==> src/hdl/chrono_pkg.sv <==
// Shared types and memory map; the decoder assumes a 20-bit internal word address space
`default_nettype none

package chrono_pkg;

  // Host bus and banking
  localparam int MPU_ADDR_WIDTH    = 16;
  localparam int MPU_DATA_WIDTH    = 16;
  localparam int PAGE_OFFSET_WIDTH = 12;
  localparam int BANK_WIDTH        = 8;
  localparam int INT_ADDR_WIDTH    = BANK_WIDTH + PAGE_OFFSET_WIDTH;

  typedef logic [MPU_DATA_WIDTH-1:0] word_t;

  typedef struct packed {
    logic                      rd;
    logic                      wr;
    logic [1:0]                be;
    logic [MPU_ADDR_WIDTH-1:0] addr;
    word_t                     wdata;
  } mpu_req_t;

  typedef struct packed {
    logic [BANK_WIDTH-1:0]        page;
    logic [PAGE_OFFSET_WIDTH-1:0] offset;
  } int_addr_t;

  typedef struct packed {
    logic [7:0] blue;
    logic [7:0] green;
    logic [7:0] red;
  } pal_entry_t;

  // Field order puts h_sync in bit 0 of OUTPUT_STATUS
  typedef struct packed {
    logic v_blank;
    logic h_blank;
    logic v_sync;
    logic h_sync;
  } disp_status_t;

  // Region bases and lengths, in words
  localparam logic [INT_ADDR_WIDTH-1:0] MAIN_REG_BASE = 20'h00000;
  localparam logic [INT_ADDR_WIDTH-1:0] MAIN_REG_SIZE = 20'h00010;
  localparam logic [INT_ADDR_WIDTH-1:0] PAL_BASE      = 20'h00800;
  localparam logic [INT_ADDR_WIDTH-1:0] PAL_SIZE      = 20'h00200;
  localparam logic [INT_ADDR_WIDTH-1:0] VRAM_BASE     = 20'h10000;
  localparam logic [INT_ADDR_WIDTH-1:0] VRAM_SIZE     = 20'h10000;

  localparam int VRAM_ADDR_WIDTH = 16;
  localparam int PAL_ADDR_WIDTH  = 9;
  localparam int PAL_ENTRIES     = 256;
  localparam int REG_ADDR_WIDTH  = 4;

  localparam word_t UNMAPPED_VALUE = 16'hdead;
  localparam word_t ID_VALUE       = 16'h0c3b;

  // Main register indices
  localparam logic [REG_ADDR_WIDTH-1:0] REG_ID            = 4'd0;
  localparam logic [REG_ADDR_WIDTH-1:0] REG_SYS_CTRL      = 4'd1;
  localparam logic [REG_ADDR_WIDTH-1:0] REG_MEM_BANK      = 4'd2;
  localparam logic [REG_ADDR_WIDTH-1:0] REG_OUTPUT_STATUS = 4'd3;
  localparam logic [REG_ADDR_WIDTH-1:0] REG_SCAN_X        = 4'd4;
  localparam logic [REG_ADDR_WIDTH-1:0] REG_SCAN_Y        = 4'd5;

  localparam int SYS_CTRL_VRAM_ACCESS = 0;
  localparam int COUNT_WIDTH          = 10;

endpackage

`default_nettype wire

==> src/hdl/main_registers.sv <==
// Only the low byte of MEM_BANK is stored; read-only indices silently drop writes
`timescale 1ns/1ps
`default_nettype none

module main_registers import chrono_pkg::*; (
  input  wire                      clk,
  input  wire                      rst_n,
  input  wire                      sel,
  input  wire mpu_req_t            mpu_req,
  input  wire [REG_ADDR_WIDTH-1:0] word_addr,
  input  wire disp_status_t        status,
  input  wire [COUNT_WIDTH-1:0]    scan_x,
  input  wire [COUNT_WIDTH-1:0]    scan_y,
  output word_t                    rdata,
  output logic [BANK_WIDTH-1:0]    bank,
  output logic                     vram_access
);

  word_t                 sys_ctrl;
  logic [BANK_WIDTH-1:0] mem_bank;
  logic                  wr_en;
  logic                  rd_en;
  word_t                 rd_word;

  assign wr_en = sel & mpu_req.wr;
  assign rd_en = sel & mpu_req.rd;

  // Writable registers, per byte lane
  always_ff @(posedge clk) begin
    if (!rst_n) begin
      sys_ctrl <= '0;
      mem_bank <= '0;
    end else if (wr_en) begin
      case (word_addr)
        REG_SYS_CTRL: begin
          if (mpu_req.be[0]) sys_ctrl[7:0] <= mpu_req.wdata[7:0];
          if (mpu_req.be[1]) sys_ctrl[15:8] <= mpu_req.wdata[15:8];
        end
        REG_MEM_BANK: begin
          if (mpu_req.be[0]) mem_bank <= mpu_req.wdata[7:0];
        end
        default: ;
      endcase
    end
  end

  always_comb begin
    case (word_addr)
      REG_ID:            rd_word = ID_VALUE;
      REG_SYS_CTRL:      rd_word = sys_ctrl;
      REG_MEM_BANK:      rd_word = word_t'(mem_bank);
      REG_OUTPUT_STATUS: rd_word = word_t'(status);
      REG_SCAN_X:        rd_word = word_t'(scan_x);
      REG_SCAN_Y:        rd_word = word_t'(scan_y);
      default:           rd_word = '0;
    endcase
  end

  // Read data lands one cycle after the strobe
  always_ff @(posedge clk) begin
    if (rd_en) begin
      rdata <= rd_word;
    end
  end

  assign bank        = mem_bank;
  assign vram_access = sys_ctrl[SYS_CTRL_VRAM_ACCESS];

endmodule

`default_nettype wire

==> config.mk <==
export PLATFORM = sky130hd
export DESIGN_NAME = main_registers
export DESIGN_NICKNAME = d
export VERILOG_FILES = /design/src/hdl/chrono_pkg.sv /design/src/hdl/main_registers.sv
export SDC_FILE = /design/constraint.sdc
export NUM_CORES = 1
export LEC_CHECK = 0
export ABC_CLOCK_PERIOD_IN_PS = 1600
export BUFFER_PORTS_ARGS = -buffer_cell sky130_fd_sc_hd__buf_2
export CELL_PAD_IN_SITES_DETAIL_PLACEMENT = 1
export CELL_PAD_IN_SITES_GLOBAL_PLACEMENT = 1
export CORE_UTILIZATION = 33
export CTS_CLUSTER_SIZE = 8
export DETAILED_ROUTE_END_ITERATION = 12
export GPL_TIMING_DRIVEN = 0
export MAX_ROUTING_LAYER = met4
export PLACE_DENSITY_LB_ADDON = 0.1
export SLEW_MARGIN = 20
export SYNTH_ARGS = -nofsm -noshare
export SYNTH_HDL_FRONTEND = slang
export SYNTH_SLANG_ARGS = --single-unit
==> constraint.sdc <==
create_clock -name clk -period 1.6 [get_ports clk]
set_clock_uncertainty 0.05 [all_clocks]
set_input_delay 0.24 -clock clk [delete_from_list [all_inputs] [get_ports clk]]
set_output_delay 0.24 -clock clk [all_outputs]
set_load 0.01 [all_outputs]
# After elaboration in Yosys (flattened, before gate mapping)

Cells that the tools add are included.
Widths: inputs -> output; s select.

Register bits after elaboration: 40

Eq/ne operators: 5
Multiplexer cells: 1
Bitwise operators: 2
Reductions and logical operators: 4

Operators with widths:

| cell               | number |
|---|---|
| $pmux 16 s6        | 1 |
| $reduce_and 3->1   | 3 |
| $eq 4x2->1 const B | 2 |
| $eq 4x3->1 const B | 2 |
| $eq 4x1->1 const B | 1 |
| $logic_not 4->1    | 1 |
| $and 1x1->1        | 2 |

# Depth between registers and ports, before layout

Gate-level depths: netlist of run 1.

Depth in word-level cells: 2
Mapped depth: 5

# Worst setup path before layout of run 1

No wires, ideal clock.

Kind: input to register
Start point: input port word_addr[3]
End point: register sys_ctrl[0]
Setup time: 72 ps
Data arrival time: 1,304 ps
Setup slack: 175 ps
Stages: 5
Buffers on the path: 2
Path through: buf_6 -> nor4b_4 -> and4_1 -> buf_4 -> mux2i_1

Word-level cells in the longest chain between the ends: 2

RTL lines:

| element                           | RTL line             | text |
|---|---|---|
| from (decl)                       | main_registers.sv:10 | `input wire [REG_ADDR_WIDTH-1:0] word_addr,` |
| $eq 4x1->1                        | main_registers.sv:34 | `case (word_addr)` |
| $reduce_and 3->1 (no source line) | -                    |  |
| to (signal assigned)              | main_registers.sv:36 | `if (mpu_req.be[0]) sys_ctrl[7:0] <= mpu_req.wdata[7:0];` |
| to (decl)                         | main_registers.sv:19 | `word_t sys_ctrl;` |

No other way between the ends.
A chain may end at the register's enable or synchronous reset.

# Worst setup path after layout of run 1

Start point: input port word_addr[1]
End point: register sys_ctrl[6]

The elaborated chain is that of the path after synthesis.

==> results.json, run 1 <==
{
  "outcome": "completed",
  "regArea_sq_um": 961,
  "dieArea_sq_um": 6040,
  "detail_route.vias_per_cell": 4.76,
  "detailed_place_hpwl_microns": 4010,
  "max_freq_mhz": 668,
  "instances_no_fill": 336,
  "final_core_util_pct": 44.6,
  "clock_insertion_delay_worst_skew_ps": 290,
  "hold_depth": 3,
  "clock_sink_count": 40,
  "root_buffer": "sky130_fd_sc_hd__clkbuf_8",
  "die_width_microns": 77.7,
  "overflow": 0,
  "core.rowCount": 27,
  "number_of_nets_in_the_finished_design": 330,
  "final_antenna_net_count": 0,
  "grt_setup_unrepaired": "no",
  "final_critical_path_share_of_the_clock_period_pct": 93.6,
  "cts_tree": "built",
  "synth_async_sr_flop_share_pct": 0,
  "worst_ep_arrival_time_ps": 1660,
  "hold_crit_endpoint": "sys_ctrl[13]$_SDFFE_PN0P_",
  "synth.net_count": 251,
  "critical-path-slowest-cell": "sky130_fd_sc_hd__nor4b_4",
  "post-route-worst-setup-slack_ps": 102,
  "io-pin-count": 92,
  "chipHeight_microns": 77.7,
  "drv.max_cap_violation_count": 0,
  "timing.hold.worst.start": "mpu_req[13]",
  "r2r_cells": 3,
  "critPathRequiredTime_ps": 1760,
  "min_path_type": "primary input to register",
  "regToRegEndpoint": "rdata[7]$_DFFE_PP_",
  "vias": 1599,
  "timing.max_slew.rel_slack_pct": 47.2,
  "worst_pin_slew_ps": 793,
  "synth_common_cells": "sky130_fd_sc_hd__nand2_1, sky130_fd_sc_hd__mux2i_1, sky130_fd_sc_hd__dfxtp_1",
  "cts_max_path_buffers": 2,
  "grt_antenna_before_repair": 0,
  "setup-violations-final": 0,
  "path_class": "primary input to register",
  "cts_htree_levels": 2,
  "ys_top_cells_by_area": "sky130_fd_sc_hd__dfxtp_1, sky130_fd_sc_hd__edfxtp_1, sky130_fd_sc_hd__mux2i_1",
  "core_area_sq_um": 5510,
  "drive_above_1_share_pct": 33.0,
  "drt_pre_antenna_iters": 4,
  "placed_cell_count": 328,
  "slowest_delay_ps": 600,
  "timing.final.max_slew_violations": 0,
  "static-leakage-power_nw": 1.00,
  "internal_dissipation_mw": 1.64,
  "number_of_instances_in_the_synthesized_netlist": 184,
  "post-route-drc-count": 0,
  "synth_warnings": 0,
  "r2r-start": "sys_ctrl[7]$_SDFFE_PN0P_",
  "cts_hold_buffers": 0,
  "net-switching-power_mw": 0.481,
  "tritoncts.num_buffers": 5,
  "totalWireLength_microns": 5100,
  "dr.first_iter.drc_count": 75,
  "grt_first_pass_wirelength_microns": 8190,
  "start_util_pct": 34.4,
  "cts.clk_slew.worst_paths_ps": 80,
  "leading_area_contributor_after_synthesis": "sky130_fd_sc_hd__dfxtp_1",
  "synth_edf_count": 16,
  "timing.critical_path.cells": "buf_2, nor4b_4, and4_1, buf_4, mux2i_1",
  "swShare_pct": 22.7,
  "via_count_of_the_first_global_routing_pass": 1645,
  "synth.yosys.seq_area_share_pct": 50.8,
  "synth_largest_type_area_fraction_pct": 25.4,
  "crit_fanout": 10,
  "post_synth_instance_area_sq_um": 1890,
  "finalCriticalPeriod_ps": 1500,
  "pwr_dens_nw_per_um2": 862,
  "yosys.cell_types.count": 31,
  "grt_usage_pct": 18.2,
  "startpoint_type": "primary input",
  "pre_cts_slack_ps": -223,
  "place_congestion": 0.741,
  "p_clk_share_pct": 38.1,
  "sequentialPowerShare_pct": 51.3,
  "syn_area_per_cell_sq_um": 10.3,
  "ir_worst_vdd_mv": 0.458,
  "critPathCaptureType": "register",
  "largest_net_degree_at_the_start_of_global_routing": 17,
  "synth_ff_type": "sky130_fd_sc_hd__dfxtp_1",
  "synth.most_common_cell": "sky130_fd_sc_hd__nand2_1",
  "area.growth.synth_to_final_pct": 29.7,
  "place.port_buffers": 72,
  "n_antenna_cell": 0,
  "setup.reg_to_reg.worst_slack_ps": 500,
  "fillers": 667,
  "post-layout-total-power_mw": 2.12,
  "drt-wirelength-per-cell_microns": 15.2,
  "p_comb_share_pct": 10.6,
  "timing_hold_violations_final": 0,
  "number_of_flip_flops_and_latches_in_the_synthesized_netlist": 40,
  "combined_area_of_the_multi_input_logic_cells_sq_um": 846
}
-- worst max-delay path by stage --
| stage | slack, ps | depth (start not counted) | startpoint | to |
|---|---|---|---|---|
| after floorplan | 170 | 5 | word_addr[3] | sys_ctrl[0]$_SDFFE_PN0P_ |
| after global placement | -180 | 5 | word_addr[1] | rdata[8]$_DFFE_PP_ |
| after detailed placement | -220 | 5 | word_addr[1] | rdata[9]$_DFFE_PP_ |
| after CTS | 30 | 5 | word_addr[1] | rdata[9]$_DFFE_PP_ |
| after global routing | 30 | 5 | word_addr[0] | rdata[9]$_DFFE_PP_ |
| final | 100 | 5 | word_addr[1] | sys_ctrl[6]$_SDFFE_PN0P_ |
-- repair_timing --
action	4_1_cts	5_1_grt
setup endpoints to repair	0	4
setup buffers	0	0
resized for setup	0	1
-- per-stage QoR --
step                hold WS [ps]  TNS [ps]  area (sq um)
floorplan                    332         0          1890
global placement             390     -3860          2340
detailed placement           404     -4230          2340
CTS                          136         0          2450
global route                 147         0          2460
finish                       144         0          2460
-- flip-flops by register name, summed over array words and instances, names as in the netlist --
name / cells
sys_ctrl: 16
rdata: 16
bank: 8
-- logic make-up (layout without fill, tap and decap cells) --
family                 count (synthesis)  after routing  synth area share, %
and+or+nand+nor                       75             75                 19.6
DFF                                   40             40                 50.8
muxes                                 33             33                 17.4
AOI/OAI and AO/OA                     18             18                 7.34
buffers and inverters                 18             98                 4.89
-- power by group through the flow --
stage,Clock [mW],Combinational (mW),Sequential [mW]
after global routing,0.858,0.247,1.09
after floorplan,0,0.103,1.12
after global placement,0,0.223,1.11
after detailed placement,0,0.225,1.11
after CTS,0.822,0.226,1.09
final,0.807,0.224,1.09
-- layout by cell type (no fill, tap or decap), types with 2 or more instances in the layout --
| cell | count |
|---|---|
| sky130_fd_sc_hd__a21oi_1 | 2 |
| sky130_fd_sc_hd__a221o_1 | 3 |
| sky130_fd_sc_hd__a22oi_1 | 2 |
| sky130_fd_sc_hd__and2_1 | 5 |
| sky130_fd_sc_hd__and4_1 | 3 |
| sky130_fd_sc_hd__buf_2 | 73 |
| sky130_fd_sc_hd__buf_4 | 2 |
| sky130_fd_sc_hd__buf_6 | 2 |
| sky130_fd_sc_hd__clkbuf_1 | 6 |
| sky130_fd_sc_hd__clkbuf_8 | 5 |
| sky130_fd_sc_hd__clkinv_1 | 2 |
| sky130_fd_sc_hd__dfxtp_1 | 24 |
| sky130_fd_sc_hd__edfxtp_1 | 16 |
| sky130_fd_sc_hd__inv_1 | 5 |
| sky130_fd_sc_hd__mux2i_1 | 33 |
| sky130_fd_sc_hd__nand2_1 | 52 |
| sky130_fd_sc_hd__nor2_1 | 3 |
| sky130_fd_sc_hd__nor2b_1 | 2 |
| sky130_fd_sc_hd__nor4b_1 | 3 |
| sky130_fd_sc_hd__o221ai_1 | 2 |
| sky130_fd_sc_hd__o22ai_1 | 3 |
| sky130_fd_sc_hd__o2bb2ai_1 | 3 |
-- area by class of cell --
class / count / share of cell area, %
Timing Repair Buffer: 72 / 14.7
Tap cell: 72 / 3.67
Multi-Input combinational cell: 126 / 34.4
Inverter: 5 / 0.764
Clock buffer: 5 / 2.80
Sequential cell: 40 / 39.1
Clock inverter: 3 / 1.53
Buffer: 13 / 3.01
-- critical path, delay by kind of cell --
kind | cells | cell delay, ps
buffers and inverters | 2 | 330
muxes | 1 | 210
and+or+nand+nor | 2 | 880
-- routing by layer --
layer / GRT usage [%] / up-vias / wire, microns
met2: 28.2 / 44 / 2330
met4: 3.96 / 0 / 25
met1: 23.9 / 745 / 2500
li1: - / 806 / -
met3: 4.47 / 4 / 238
met5: - / - / 0
Note: power is estimated with default switching activity, not from simulation.
==> inputs of run 2 (changes only) <==
CORE_MARGIN = 2   (was default)
CTS_CLUSTER_DIAMETER = 40   (was default)
==> results.json, run 2 (synthesis results as in run 1) <==
{
  "final_antenna_net_count": 0,
  "finalCriticalPeriod_ps": 1490,
  "timing.final.max_slew_violations": 0,
  "grt_usage_pct": 16.5,
  "overflow": 0,
  "layout_commonest_cell": "sky130_fd_sc_hd__buf_2",
  "core.rowCount": 27,
  "crit_fanout": 10,
  "tritoncts.num_buffers": 5,
  "area.growth.synth_to_final_pct": 29.8,
  "hold_crit_endpoint": "sys_ctrl[12]$_SDFFE_PN0P_",
  "critPathCaptureType": "register",
  "clock_insertion_delay_worst_skew_ps": 290,
  "fillers": 668,
  "place.port_buffers": 72,
  "outcome": "completed",
  "detail_route.vias_per_cell": 4.71,
  "ir_worst_vdd_mv": 0.310,
  "cts.clk_slew.worst_paths_ps": 80,
  "startpoint_type": "primary input",
  "final_critical_path_share_of_the_clock_period_pct": 93.4,
  "timing_hold_violations_final": 0,
  "die_width_microns": 79.7,
  "r2r_cells": 3,
  "grt_setup_unrepaired": "no",
  "cts_max_path_buffers": 2,
  "start_util_pct": 34.2,
  "cpLargestDelayFamily": "simple AND/OR/NAND/NOR gates",
  "mostFrequentLayoutCells": "sky130_fd_sc_hd__buf_2, sky130_fd_sc_hd__nand2_1, sky130_fd_sc_hd__mux2i_1, sky130_fd_sc_hd__dfxtp_1, sky130_fd_sc_hd__edfxtp_1",
  "max_freq_mhz": 669,
  "placed_cell_area_sq_um": 2340,
  "dr.first_iter.drc_count": 57,
  "timing.hold.worst.start": "mpu_req[12]",
  "cts_htree_levels": 2,
  "static-leakage-power_nw": 1.00,
  "drt-wirelength-per-cell_microns": 14.6,
  "drive_above_1_share_pct": 33.3,
  "setup.reg_to_reg.worst_slack_ps": 510,
  "slowest_delay_ps": 530,
  "io-pin-count": 92,
  "timing.critical_path.cells": "buf_2, clkbuf_1, nor4bb_1, nand2_1, o221ai_1",
  "hold_depth": 3,
  "design_area_sq_um": 2460,
  "totalWireLength_microns": 4910,
  "vias": 1583,
  "root_buffer": "sky130_fd_sc_hd__clkbuf_8",
  "min_path_type": "primary input to register",
  "dieArea_sq_um": 6360,
  "core_area_sq_um": 5540,
  "number_of_nets_in_the_finished_design": 330,
  "grt_first_pass_wirelength_microns": 7760,
  "hold_slack_ps": 138,
  "regToRegEndpoint": "rdata[7]$_DFFE_PP_",
  "post-cts-setup-buffer-count": 0,
  "cts_tree": "built",
  "critical-path-slowest-cell": "sky130_fd_sc_hd__nor4bb_1",
  "n_antenna_cell": 0,
  "clock_sink_count": 40,
  "critPathRequiredTime_ps": 1680,
  "path_class": "primary input to register",
  "chipHeight_microns": 79.7,
  "pwr_dens_nw_per_um2": 864,
  "setup-violations-final": 0,
  "worst_ep_arrival_time_ps": 1580,
  "post-route-drc-count": 0,
  "grt_antenna_before_repair": 0,
  "via_count_of_the_first_global_routing_pass": 1610,
  "sum_of_buffers_and_inverters_on_the_critical_path": 2,
  "worst_pin_slew_ps": 781,
  "drt_pre_antenna_iters": 7,
  "drv.max_cap_violation_count": 0,
  "timing.max_slew.rel_slack_pct": 47.9,
  "post-layout-total-power_mw": 2.12,
  "place_congestion": 0.805,
  "largest_net_degree_at_the_start_of_global_routing": 17,
  "detailed_place_hpwl_microns": 3860,
  "r2r-start": "sys_ctrl[7]$_SDFFE_PN0P_"
}
==> run 2: changes by cell type in the layout (fill, tap and decap cells not counted), sizes merged <==
cell	change
clkbuf	+1
clkinv	-1
==> run 2: timing repair <==
action | 4_1_cts | 5_1_grt
endpoints found under the hold margin | 0 | 0
gates resized for setup | 0 | 1
endpoints found under the setup margin | 0 | 1
hold buffers | 0 | 0
==> run 2: through the flow <==
stage               setup TNS, ps  util, %  instances  worst slack (ps)
finish                          0     44.4        336               105
global route                    0     44.4        336              30.5
CTS                             0     44.2        336               106
detailed placement          -3000     42.3        328              -201
global placement            -2870     42.3        328              -203
floorplan                       0        -        184               175
==> run 2: how the worst max path moves through the flow <==
stage                      start                  endpoint  slack [ps]  cells after the start
detailed placement  word_addr[1]        rdata[9]$_DFFE_PP_        -200                      5
global placement    word_addr[1]        rdata[8]$_DFFE_PP_        -200                      5
global route        word_addr[0]        rdata[2]$_DFFE_PP_          30                      5
floorplan           word_addr[3]  sys_ctrl[0]$_SDFFE_PN0P_         170                      5
CTS                 word_addr[1]        rdata[9]$_DFFE_PP_         110                      5
finish              word_addr[0]        rdata[2]$_DFFE_PP_         110                      5
==> run 2: where the power goes <==
part	total [mW]	switching [mW]	internal, mW
clock network	0.813	0.350	0.463
logic	0.223	0.122	0.101
registers	1.09	0.00577	1.08
total	2.12	0.478	1.64
==> run 2: final cells by class <==
| type | count | area, sq um | area share [%] |
|---|---|---|---|
| clock buffer | 6 | 72.6 | 2.95 |
| inverter | 5 | 18.8 | 0.764 |
| timing repair buffer | 72 | 360 | 14.7 |
| buffer | 13 | 73.8 | 3.00 |
| multi-input combinational | 126 | 846 | 34.4 |
| sequential | 40 | 961 | 39.1 |
| tap | 72 | 90.1 | 3.67 |
| clock inverter | 2 | 35.0 | 1.43 |
==> run 2: per-layer routing <==
metal / global-route usage (%) / wire length (microns) / vias up
li1: - / - / 801
met1: 20.6 / 2260 / 735
met2: 26.6 / 2340 / 40
met3: 3.96 / 244 / 7
met4: 5.25 / 73 / 0
met5: - / 0 / -
==> run 2: worst min-delay path, delay by kind of cell <==
kind | cells | cell delay, ps
AND/OR/NAND/NOR | 1 | 40
multiplexers | 1 | 50
buffers and inverters | 1 | 100
